### config.mk
export PLATFORM = sky130hd
export DESIGN_NAME = pcie_wr_bridge
export DESIGN_NICKNAME = d
export VERILOG_FILES = /design/src/logic/pcie_wr_pkg.sv /design/src/logic/wr_beat_fifo.sv /design/src/logic/wr_cmd_stage.sv /design/src/logic/tlp_hdr_stage.sv /design/src/logic/tlp_tx_stage.sv /design/src/logic/pcie_wr_bridge.sv
export VERILOG_INCLUDE_DIRS = /design/src /design/src/include
export SDC_FILE = /design/constraint.sdc
export NUM_CORES = 1
export LEC_CHECK = 0
export ABC_CLOCK_PERIOD_IN_PS = 4100
export BUFFER_PORTS_ARGS = -buffer_cell sky130_fd_sc_hd__buf_2
export CAP_MARGIN = 0
export CELL_PAD_IN_SITES_DETAIL_PLACEMENT = 1
export CELL_PAD_IN_SITES_GLOBAL_PLACEMENT = 2
export CORE_MARGIN = 4
export CORE_UTILIZATION = 43
export CTS_CLUSTER_SIZE = 10
export DETAILED_ROUTE_END_ITERATION = 10
export GPL_TIMING_DRIVEN = 1
export PLACE_DENSITY_LB_ADDON = 0.1
export SKIP_LAST_GASP = 1
export SLEW_MARGIN = 20
export SYNTH_ARGS = -nofsm -noshare
export SYNTH_HDL_FRONTEND = slang
export SYNTH_SLANG_ARGS = --single-unit
### constraint.sdc
create_clock -name axi_clk -period 4.1 [get_ports axi_clk]
set_input_delay 0 -clock axi_clk [delete_from_list [all_inputs] [get_ports axi_clk]]
set_output_delay 0 -clock axi_clk [all_outputs]
set_load 0.01 [all_outputs]
### src/include/pcie_wr_config.svh
`ifndef PCIE_WR_CONFIG_SVH
`define PCIE_WR_CONFIG_SVH

// AXI side widths
`define PCIE_WR_ADDR_W 32
`define PCIE_WR_LEN_W 4

// beat storage, room for two full 16-beat bursts
`define PCIE_WR_FIFO_DEPTH 32

// TLP dword 0 codes
`define PCIE_WR_FMT_MWR 2'd2   // 3dw header with data
`define PCIE_WR_TYPE_MEM 5'd0  // memory request

// B channel responses
`define PCIE_WR_RESP_OKAY 2'd0
`define PCIE_WR_RESP_SLVERR 2'd2

`endif

### src/logic/pcie_wr_pkg.sv
`include "pcie_wr_config.svh"

package pcie_wr_pkg;

    // one accepted AXI write burst, as seen by the header stage
    typedef struct packed {
        logic [`PCIE_WR_ADDR_W-1:2] addr;  // dword address
        logic [4:0]                 len;   // 1..16 dwords
        logic [3:0]                 first_be;
        logic [3:0]                 last_be;  // zero for single beat
    } wr_cmd_t;

    // PCIe requester id, bus/device/function
    typedef struct packed {
        logic [7:0] bus;
        logic [4:0] dev;
        logic [2:0] func;
    } req_id_t;

    // header record handed to the transmit stage
    // dw[0] goes out first
    typedef struct packed {
        logic [2:0][31:0] dw;
        logic [4:0]       beats;  // payload words to send or drain
        logic             drop;   // bus mastering was off
    } tlp_hdr_t;

endpackage

### src/logic/wr_beat_fifo.sv
`timescale 1ns/1ps
`include "pcie_wr_config.svh"

module wr_beat_fifo (
    input  logic        axi_clk,
    input  logic        reset,
    input  logic        push,
    input  logic [31:0] push_data,
    output logic        full,
    input  logic        pop,
    output logic [31:0] head,
    output logic        not_empty
);

    localparam int PTR_W = $clog2(`PCIE_WR_FIFO_DEPTH);

    logic [31:0]    mem [0:`PCIE_WR_FIFO_DEPTH-1];
    logic [PTR_W-1:0] wr_ptr;
    logic [PTR_W-1:0] rd_ptr;
    logic [PTR_W:0]   count;  // occupancy
    logic           do_push;
    logic           do_pop;

    assign do_push   = push && !full;
    assign do_pop    = pop && not_empty;
    assign full      = (count == (PTR_W+1)'(`PCIE_WR_FIFO_DEPTH));
    assign not_empty = (count != '0);
    assign head      = mem[rd_ptr];  // show-ahead read

    always_ff @(posedge axi_clk) begin
        if (do_push) begin
            mem[wr_ptr] <= push_data;
        end
    end

    always_ff @(posedge axi_clk) begin
        if (reset) begin
            wr_ptr <= '0;
            rd_ptr <= '0;
            count  <= '0;
        end else begin
            if (do_push) wr_ptr <= wr_ptr + 1'b1;  // wraps at depth
            if (do_pop) rd_ptr <= rd_ptr + 1'b1;
            case ({do_push, do_pop})
                2'b10:   count <= count + 1'b1;
                2'b01:   count <= count - 1'b1;
                default: count <= count;
            endcase
        end
    end

endmodule

### src/logic/wr_cmd_stage.sv
`timescale 1ns/1ps
`include "pcie_wr_config.svh"

module wr_cmd_stage (
    input  logic                        axi_clk,
    input  logic                        reset,
    input  logic                        aw_valid,
    output logic                        aw_ready,
    input  logic [`PCIE_WR_ADDR_W-1:0]  aw_addr,
    input  logic [`PCIE_WR_LEN_W-1:0]   aw_len,
    input  logic                        w_valid,
    output logic                        w_ready,
    input  logic [31:0]                 w_data,
    input  logic [3:0]                  w_strb,
    input  logic                        w_last,
    input  logic                        fifo_full,
    output logic                        push,
    output logic [31:0]                 push_data,
    output logic                        cmd_valid,
    input  logic                        cmd_ready,
    output pcie_wr_pkg::wr_cmd_t        cmd
);

    logic addr_held;   // AW taken, command not yet handed on
    logic first_beat;  // next W beat opens the burst
    logic aw_take;
    logic w_take;

    assign aw_ready = !addr_held;
    // no more beats once the command is up, next burst waits for its AW
    assign w_ready  = addr_held && !cmd_valid && !fifo_full;

    assign aw_take   = aw_valid && aw_ready;
    assign w_take    = w_valid && w_ready;
    assign push      = w_take;  // every beat goes straight to the FIFO
    assign push_data = w_data;

    // command payload
    always_ff @(posedge axi_clk) begin
        if (aw_take) begin
            cmd.addr <= aw_addr[`PCIE_WR_ADDR_W-1:2];
            cmd.len  <= 5'(aw_len) + 5'd1;
        end
        if (w_take && first_beat) begin
            cmd.first_be <= w_strb;
        end
        if (w_take && w_last) begin
            cmd.last_be <= first_beat ? 4'b0000 : w_strb;  // middle strobes dropped
        end
    end

    always_ff @(posedge axi_clk) begin
        if (reset) begin
            addr_held  <= 1'b0;
            first_beat <= 1'b0;
            cmd_valid  <= 1'b0;
        end else begin
            if (aw_take) begin
                addr_held  <= 1'b1;
                first_beat <= 1'b1;
            end
            if (w_take) begin
                first_beat <= 1'b0;
                if (w_last) cmd_valid <= 1'b1;
            end
            if (cmd_valid && cmd_ready) begin
                cmd_valid <= 1'b0;
                addr_held <= 1'b0;  // frees AW for the next burst
            end
        end
    end

endmodule

### src/logic/tlp_hdr_stage.sv
`timescale 1ns/1ps
`include "pcie_wr_config.svh"

module tlp_hdr_stage (
    input  logic                    axi_clk,
    input  logic                    reset,
    input  logic                    cmd_valid,
    output logic                    cmd_ready,
    input  pcie_wr_pkg::wr_cmd_t    cmd,
    input  pcie_wr_pkg::req_id_t    req_id,
    input  logic                    dma_en,
    output logic                    hdr_valid,
    input  logic                    hdr_ready,
    output pcie_wr_pkg::tlp_hdr_t   hdr
);

    logic cmd_take;

    // single output register, refilled in the cycle it empties
    assign cmd_ready = !hdr_valid || hdr_ready;
    assign cmd_take  = cmd_valid && cmd_ready;

    always_ff @(posedge axi_clk) begin
        if (cmd_take) begin
            // fmt/type, tc, td/ep/attr all zero, length 16 stays 16
            hdr.dw[0] <= {1'b0, `PCIE_WR_FMT_MWR, `PCIE_WR_TYPE_MEM, 1'b0, 3'b000,
                          4'b0000, 1'b0, 1'b0, 2'b00, 2'b00, 5'd0, cmd.len};
            hdr.dw[1] <= {req_id, 8'h00, cmd.last_be, cmd.first_be};  // tag 0
            hdr.dw[2] <= {cmd.addr, 2'b00};
            hdr.beats <= cmd.len;
            hdr.drop  <= !dma_en;  // bus mastering off
        end
    end

    always_ff @(posedge axi_clk) begin
        if (reset) begin
            hdr_valid <= 1'b0;
        end else if (cmd_take) begin
            hdr_valid <= 1'b1;
        end else if (hdr_ready) begin
            hdr_valid <= 1'b0;
        end
    end

endmodule

### src/logic/tlp_tx_stage.sv
`timescale 1ns/1ps
`include "pcie_wr_config.svh"

module tlp_tx_stage (
    input  logic                    axi_clk,
    input  logic                    reset,
    input  logic                    hdr_valid,
    output logic                    hdr_ready,
    input  pcie_wr_pkg::tlp_hdr_t   hdr,
    input  logic [31:0]             head,
    input  logic                    not_empty,
    output logic                    pop,
    output logic                    tx_valid,
    input  logic                    tx_ready,
    output logic [31:0]             tx_data,
    output logic                    tx_last,
    output logic                    b_valid,
    input  logic                    b_ready,
    output logic [1:0]              b_resp
);

    typedef enum logic [1:0] {
        ST_HDR,
        ST_PAY,
        ST_DRAIN,
        ST_RESP
    } tx_state_t;

    tx_state_t  state;
    logic [4:0] cnt;  // header word index, then payload words left

    // header record stays put upstream until B completes
    assign hdr_ready = (state == ST_RESP) && b_ready;
    assign b_valid   = (state == ST_RESP);
    assign b_resp    = hdr.drop ? `PCIE_WR_RESP_SLVERR : `PCIE_WR_RESP_OKAY;

    always_comb begin
        tx_valid = 1'b0;
        tx_data  = head;
        tx_last  = 1'b0;
        pop      = 1'b0;
        case (state)
            ST_HDR: begin
                tx_valid = hdr_valid && !hdr.drop;
                tx_data  = hdr.dw[cnt[1:0]];
            end
            ST_PAY: begin
                tx_valid = not_empty;  // beats already stored, head stable until popped
                tx_last  = (cnt == 5'd1);
                pop      = not_empty && tx_ready;
            end
            ST_DRAIN: begin
                pop = not_empty;  // discard, tx stays idle
            end
            default: begin
            end
        endcase
    end

    always_ff @(posedge axi_clk) begin
        if (reset) begin
            state <= ST_HDR;
            cnt   <= '0;
        end else begin
            case (state)
                ST_HDR: begin
                    if (hdr_valid && hdr.drop) begin
                        state <= ST_DRAIN;
                        cnt   <= hdr.beats;
                    end else if (hdr_valid && tx_ready) begin
                        if (cnt == 5'd2) begin  // third header dword out
                            state <= ST_PAY;
                            cnt   <= hdr.beats;
                        end else begin
                            cnt <= cnt + 5'd1;
                        end
                    end
                end
                ST_PAY, ST_DRAIN: begin
                    if (pop) begin
                        cnt <= cnt - 5'd1;  // ends at zero for the next header
                        if (cnt == 5'd1) state <= ST_RESP;
                    end
                end
                ST_RESP: begin
                    if (b_ready) state <= ST_HDR;
                end
                default: state <= ST_HDR;
            endcase
        end
    end

endmodule

### src/logic/pcie_wr_bridge.sv
`timescale 1ns/1ps
`include "pcie_wr_config.svh"

module pcie_wr_bridge (
    input  logic                        axi_clk,
    input  logic                        reset,
    input  logic                        aw_valid,
    output logic                        aw_ready,
    input  logic [`PCIE_WR_ADDR_W-1:0]  aw_addr,
    input  logic [`PCIE_WR_LEN_W-1:0]   aw_len,
    input  logic                        w_valid,
    output logic                        w_ready,
    input  logic [31:0]                 w_data,
    input  logic [3:0]                  w_strb,
    input  logic                        w_last,
    output logic                        b_valid,
    input  logic                        b_ready,
    output logic [1:0]                  b_resp,
    output logic                        tx_valid,
    input  logic                        tx_ready,
    output logic [31:0]                 tx_data,
    output logic                        tx_last,
    input  logic                        dma_en,
    input  pcie_wr_pkg::req_id_t        req_id
);

    import pcie_wr_pkg::*;

    logic        cmd_valid;
    logic        cmd_ready;
    wr_cmd_t     cmd;
    logic        hdr_valid;
    logic        hdr_ready;
    tlp_hdr_t    hdr;
    logic        fifo_full;
    logic        push;
    logic [31:0] push_data;
    logic        pop;
    logic [31:0] head;
    logic        not_empty;

    // AXI capture, beats to FIFO, one command per burst
    wr_cmd_stage u_cmd (
        .axi_clk   (axi_clk),
        .reset     (reset),
        .aw_valid  (aw_valid),
        .aw_ready  (aw_ready),
        .aw_addr   (aw_addr),
        .aw_len    (aw_len),
        .w_valid   (w_valid),
        .w_ready   (w_ready),
        .w_data    (w_data),
        .w_strb    (w_strb),
        .w_last    (w_last),
        .fifo_full (fifo_full),
        .push      (push),
        .push_data (push_data),
        .cmd_valid (cmd_valid),
        .cmd_ready (cmd_ready),
        .cmd       (cmd)
    );

    wr_beat_fifo u_fifo (
        .axi_clk   (axi_clk),
        .reset     (reset),
        .push      (push),
        .push_data (push_data),
        .full      (fifo_full),
        .pop       (pop),
        .head      (head),
        .not_empty (not_empty)
    );

    tlp_hdr_stage u_hdr (
        .axi_clk   (axi_clk),
        .reset     (reset),
        .cmd_valid (cmd_valid),
        .cmd_ready (cmd_ready),
        .cmd       (cmd),
        .req_id    (req_id),
        .dma_en    (dma_en),
        .hdr_valid (hdr_valid),
        .hdr_ready (hdr_ready),
        .hdr       (hdr)
    );

    // tx serializer and B response
    tlp_tx_stage u_tx (
        .axi_clk   (axi_clk),
        .reset     (reset),
        .hdr_valid (hdr_valid),
        .hdr_ready (hdr_ready),
        .hdr       (hdr),
        .head      (head),
        .not_empty (not_empty),
        .pop       (pop),
        .tx_valid  (tx_valid),
        .tx_ready  (tx_ready),
        .tx_data   (tx_data),
        .tx_last   (tx_last),
        .b_valid   (b_valid),
        .b_ready   (b_ready),
        .b_resp    (b_resp)
    );

endmodule

==> metrics.yaml, run 1 <==
synth_ff_type: "edfxtp_1"
slew_violations: 0
n_fill_cell: 9579
dieArea_mm2: 0.111
p_per_area_mw_per_mm2: 452
setup_ws_ps: 297
vias_per_cell: 5.62
slew_headroom: 0.355
track_usage: 0.214
worst_pin_slew_ps: 943
dr.pass1.iters: 5
p_leak_nw: 16.7
fin_setup_tns_ps: 0
setup_viol: 0
overflow: 0
vias: 24124
core-area_mm2: 0.105
clockRootBuffer: "clkbuf_16"
fin_hold_ws_ps: 71.0
antenna_found_initial: 3
htree_levels: 4
synth_edf_count: 1127
syn_avg_cell_area_um2: 18.5
cts_resized: 0
synthesis.area_mm2: 0.0457
yosysSeqAreaShare: 0.755
pre_cts_ws_ps: 997
cts_tree: "done"
drtAntennaViolNets: 0
period_share: 0.928
grt_pass1_vias: 25881
arrival_ps: 3800
yosysUniqueCellTypes: 60
clkTransAtPathRegs_ps: 60
cts_made_buffers: 136
drc: 0
timing.rr.start: "u_tx.state[1]"
clock_path_buffers: 3
nNetsFinal: 2969
startpoint_type: "flop"
max-cap-violations: 0
num_io_pins: 135
ys.warnings.count: 0
wl_mm: 119
cp-end-kind: "primary output"
seq_area_mm2: 0.0345
ys_ff_latch: 1159
worstPathMaxFanout: 12
wl_per_cell_um: 27.8
drt_first_iter_violations: 1773
area_delta_synth_final_pct: 17.9
drive_gt1_frac: 0.198
netlist_instances: 2471
die_w_um: 334
dpl.hpwl_mm: 71.7
final_hold_viol_count: 0
hp-class: "primary input to flop"
p_total_mw: 24.3
grt_start_max_net_pins: 67
gp_congestion: 0.787
rsz0062_at_grt: "no"
critPathKind: "flop to primary output"
io_buffers: 131
grt_first_pass_wirelength_mm: 175
start_util: 0.433
row_count: 119
status: "complete, no violations"
async_reset_ff_frac: 0
synth_fp_nets: 2586
multi_input_area_mm2: 0.0104
die_y_um: 334
cp.required_ps: 4100
worstSkewPairLatency_ps: 730
fin_skew_ps: 20.9
clkSinkCount: 1159
fmaxAchievable_ghz: 0.263
hold_path_startpoint: "dma_en"
period_minus_slack_ps: 3800
peakVddDrop_mv: 0.332
## through the flow
| stage | instance area [um^2] | utilization | std cells |
|---|---|---|---|
| final | 53800 | 0.511 | 4290 |
| after global routing | 53800 | 0.511 | 4289 |
| after CTS | 53800 | 0.510 | 4287 |
| after detailed placement | 48500 | 0.460 | 3958 |
| after global placement | 48500 | 0.460 | 3958 |
| after floorplan | 45700 | - | 2471 |
## layout by cell type (no fill, tap or decap), types with 9 or more instances in the layout
cell              n
edfxtp_1       1127
mux2i_1         395
dlygate4sd3_1   147
clkbuf_16       140
buf_2           131
a22oi_1         108
buf_4            91
a21oi_1          89
mux2_2           55
nand2_1          52
a22o_1           50
o22ai_1          46
a221oi_1         43
mux4_2           39
nor2_4           33
nor2_1           32
dfxtp_1          29
buf_12           26
clkbuf_1         25
o41ai_2          21
inv_1            18
ha_1             18
o21ai_0          16
nor2b_1          14
nand3_1          11
a221oi_2         11
a211oi_1         10
xor2_1           10
o41ai_1           9
inv_6             9
## report_power, final
part	leakage (nW)	switching, mW	internal [mW]
registers	10.4	0.0304	13.1
clock network	1.84	4.40	6.23
logic	4.47	0.370	0.207
## metal layers
layer | vias up | GRT usage | share of wire
met5 | - | 0 | 0.00011
met4 | 2 | 0.0671 | 0.027
met3 | 182 | 0.0324 | 0.036
met2 | 476 | 0.368 | 0.51
met1 | 12714 | 0.281 | 0.43
li1 | 10750 | - | -
## sequential cells by signal, indices dropped and copies added (netlist names), named ones only
signal,cells
u_cmd.addr_held,1
u_cmd.cmd,43
u_cmd.cmd_valid,1
u_cmd.first_beat,1
u_fifo.count,6
u_fifo.mem,1024
u_fifo.rd_ptr,5
u_fifo.wr_ptr,5
u_hdr.hdr,60
u_hdr.hdr_valid,1
u_tx.cnt,5
u_tx.state,2
## critical path, stage by stage (launching register included)
cell	delay, ps
dfxtp_2	620
nand2b_1	630
buf_4	320
o22ai_1	100
a221oi_1	520
o22ai_1	360
o41ai_2	310
buf_2	200
## timing repair
action	4_1_cts	5_1_grt
hold buffers	147	0
setup buffers	0	0
hold endpoints to repair	1155	0
## synthesized netlist by cell type, drive strengths merged, types with 2 or more instances
library cell	instances	area [um^2]
nor2	65	244
or3	6	37.5
a21o	2	15.0
nand2	52	195
nor2b	19	119
a22oi	108	811
clkbuf	66	248
o41ai	30	420
a22o	50	438
a211oi	11	87.6
o31ai	2	15.0
a32o	3	30.0
o21ai	16	80.1
nand2b	8	50.1
a311o	2	20.0
and3	4	25.0
nand3	11	55.1
xor2	10	87.6
mux2	55	619
inv	18	67.6
dfxtp	32	641
nand4	4	25.0
mux2i	395	3950
a21boi	2	15.0
nor4	2	27.5
nor3	5	25.0
o21a	4	30.0
and2	4	25.0
a221oi	54	542
nand3b	3	22.5
mux4	42	957
ha	19	238
a21oi	89	445
edfxtp	1127	33800
buf	84	747
xnor2	5	43.8
a311oi	3	26.3
o2111ai	2	17.5
o22ai	46	288
## cell families after synthesis
group	after synthesis	share of synthesized area
AO/OA/AOI/OAI	430	0.0729
XOR/XNOR	15	0.00288
multiplexers	492	0.121
AND/OR/NAND/NOR	187	0.0194
other	1	0.0000821
buffers and inverters	168	0.0233
adder cells (fa/ha/maj)	19	0.00521
flip-flops	1159	0.755
## worst paths after layout
| path | endpoint | slack, ps | cells after the start |
|---|---|---|---|
| setup / recovery | tx_data[20] | 300 | 7 |
| hold reg to reg | u_hdr.hdr[82] | 420 | 0 |
| hold / removal | u_hdr.hdr[0] | 70 | 3 |
| setup reg to reg | u_fifo.count[4] | 1000 | 13 |
## area by class of cell
cell class              count  share of cell area
multi-input cells        1144               0.194
flip-flops and latches   1159               0.641
clock buffers             165              0.0668
repair buffers            395              0.0619
inverters                  18             0.00126
diodes                      1           0.0000465
clock inverters            17             0.00323
well taps                1391              0.0323
Note: power is estimated with default switching activity, not from simulation.
==> inputs of run 2 (changes only) <==
--- a/config.mk
+++ b/config.mk
@@ -12,7 +12,7 @@
 export CELL_PAD_IN_SITES_DETAIL_PLACEMENT = 1
 export CELL_PAD_IN_SITES_GLOBAL_PLACEMENT = 2
 export CORE_MARGIN = 4
-export CORE_UTILIZATION = 43
+export CORE_UTILIZATION = 30
 export CTS_CLUSTER_SIZE = 10
 export DETAILED_ROUTE_END_ITERATION = 10
 export GPL_TIMING_DRIVEN = 1
==> run 2 against run 1 <==
Against the previous run:
- routed wire length up 16%
- highest routed layer is now met4
- sequential power hardly changed
- count of clock-buffer cells in the layout grew 35
- largest cell class unchanged
- first-iteration DRC count is 29% lower
- clock skew rose by 9.7 ps
==> metrics.yaml, run 2 (synthesis results as in run 1) <==
cts_setup_buffers: 0  # unchanged
core-area_mm2: 0.150  # was 0.105 mm^2
worstSkewPairLatency_ps: 760  # was 730 ps
p_seq_frac: 0.524  # was 0.539
cts_resized: 0  # unchanged
critPathKind: "flop to primary output"  # unchanged
area_delta_synth_final_pct: 20.7  # was 17.9%
highest_layer: "met4"  # was met5
drtAntennaViolNets: 0  # unchanged
slew_headroom: 0.323  # was 0.355
start_util: 0.303  # was 0.433
fin_util: 0.366  # was 0.511
die_y_um: 398  # was 334 um
fin_skew_ps: 30.7  # was 20.9 ps
track_usage: 0.175  # was 0.214
io_buffers: 131  # unchanged
timing.rr.start: "u_tx.state[0]"  # was u_tx.state[1]
fin_setup_tns_ps: 0  # unchanged
layout_commonest_cell: "edfxtp_1"  # unchanged
clockPowerShare: 0.451  # was 0.437
gp_congestion: 0.762  # was 0.787
nNetsFinal: 2981  # was 2,969
worstHoldEndpoint: "u_cmd.cmd[8]"  # was u_hdr.hdr[0]
period_share: 0.914  # was 0.928
hold_path_startpoint: "aw_len[0]"  # was dma_en
drt_first_iter_violations: 1265  # was 1,773
path_buf_inv: 2  # unchanged
worst_pin_slew_ps: 990  # was 943 ps
layout_common_cells: "edfxtp_1, mux2i_1, clkbuf_16, dlygate4sd3_1, buf_2"  # was edfxtp_1, mux2i_1, dlygate4sd3_1, clkbuf_16, buf_2
vias: 24403  # was 24.1k
setup_viol: 0  # unchanged
p_per_area_mw_per_mm2: 454  # was 452 mW/mm^2
instances_no_fill: 4957  # was 4,290
cp_slowest_cell: "dfxtp_2"  # was nand2b_1
drt-met1-wl_mm: 61.0  # was 51.5 mm
p_leak_nw: 16.9  # was 16.7 nW
worstPathMaxFanout: 35  # was 12
cp-end-kind: "primary output"  # unchanged
clkSinkCount: 1159  # unchanged
placed_cells: 4590  # was 3,958
largest_register_ffs: 1024  # unchanged
cp.required_ps: 4100  # about the same
antenna_found_initial: 2  # was 3
hp-class: "primary input to flop"  # unchanged
final_hold_viol_count: 0  # unchanged
cts_tree: "done"  # unchanged
cts_hold_buf: 149  # was 147
grt_pass1_vias: 26691  # was 25.9k
critPathTopFamily: "compound AO/OA/AOI/OAI gates"  # unchanged
antenna_cells: 0  # was 1
routed-wl-met2_mm: 70.4  # was 60.4 mm
die_w_um: 398  # was 334 um
status: "complete, no violations"  # unchanged
largest_registers: "u_fifo.mem x1024, u_hdr.hdr x60, u_cmd.cmd x43"  # unchanged
rr_endpoint: "u_fifo.count[4]"  # unchanged
met3_length_mm: 4.83  # was 4.31 mm
slew_violations: 0  # unchanged
power.share.switching: 0.202  # was 0.197
period_minus_slack_ps: 3750  # was 3800 ps
r2r_cells: 12  # was 13
clockRootBuffer: "clkbuf_16"  # unchanged
startpoint_type: "flop"  # unchanged
dpl.hpwl_mm: 82.7  # was 71.7 mm
num_io_pins: 135  # unchanged
intPower_mw: 20.0  # was 19.5 mW
rsz0062_at_grt: "no"  # unchanged
fmaxAchievable_ghz: 0.267  # was 0.263 GHz
crit_path_max_incr_delay_ps: 730  # was 630 ps
pwr-share-comb: 0.025  # was 0.024
vias_per_cell: 4.92  # was 5.62
arrival_ps: 3750  # was 3800 ps
cts_made_buffers: 141  # was 136
drive_gt1_frac: 0.200  # was 0.198
crit_path_cell_trace: "and2_4 > buf_12 > a22oi_1 > a21oi_1 > o41ai_2 > buf_2"  # was nand2b_1 > buf_4 > o22ai_1 > a221oi_1 > o22ai_1 > o41ai_2 > buf_2
max-cap-violations: 0  # unchanged
dieArea_mm2: 0.159  # was 0.111 mm^2
p_switching_mw: 5.05  # was 4.80 mW
peakVddDrop_mv: 0.352  # was 0.332 mV
drc: 0  # unchanged
clock_path_buffers: 3  # unchanged
reg2reg_setup_slack_ps: 590  # was 1000 ps
wl_per_cell_um: 28.1  # was 27.8 um
top_register: "u_fifo.mem"  # unchanged
grt_start_max_net_pins: 66  # was 67
htree_levels: 4  # unchanged
overflow: 0  # unchanged
clkTransAtPathRegs_ps: 50  # was 60 ps
grt_first_pass_wirelength_mm: 197  # was 175 mm
dr.pass1.iters: 5  # unchanged
hold_path_depth: 3  # unchanged
row_count: 142  # was 119
wl_mm: 139  # was 119 mm
run 2: stage by stage:
| step | hold WS, ps | power (mW) | worst slack, ps | area (um^2) |
|---|---|---|---|---|
| 2_1_floorplan | 98.9 | 13.5 | 184 | 45700 |
| 3_3_place_gp | 178 | 13.9 | 649 | 49500 |
| 5_1_grt | 82.1 | 25.9 | 129 | 55100 |
| 4_1_cts | 46.4 | 25.4 | 239 | 55100 |
| 3_5_place_dp | 179 | 13.9 | 633 | 49500 |
| 6_report | 117 | 25.0 | 352 | 55100 |
run 2: per-layer routing:
layer	vias up	track usage
met2	414	0.305
li1	10821	-
met1	12995	0.227
met3	173	0.0290
met4	0	0.0449
met5	-	0
run 2: power groups by stage:
stage	sequential (mW)	clock (mW)	combinational, mW
4_1_cts	13.1	11.7	0.645
5_1_grt	13.1	12.2	0.678
3_3_place_gp	13.3	0	0.508
2_1_floorplan	13.3	0	0.144
3_5_place_dp	13.3	0	0.530
6_report	13.1	11.3	0.622
run 2: worst min-delay path, delay by kind of cell:
kind     cells  cell delay, ps
buf+inv      3             760
run 2: worst max-delay path by stage:
stage,start,to,depth (start not counted)
2_1_floorplan,u_tx.state[0],u_hdr.hdr[0],3
3_3_place_gp,u_tx.state[0],u_fifo.count[4],12
3_5_place_dp,u_tx.state[0],u_fifo.count[4],12
4_1_cts,flop,tx_data[1],6
5_1_grt,flop,tx_data[30],9
6_report,flop,tx_data[5],6
run 2: cell type report:
cell class	instances	area (um^2)
sequential	1159	34500
multi-input combinational	1144	10400
timing repair buffer	402	3500
clock inverter	18	149
inverter	18	67.6
tap	2016	2520
fill	14838	95400
clock buffer	200	3940
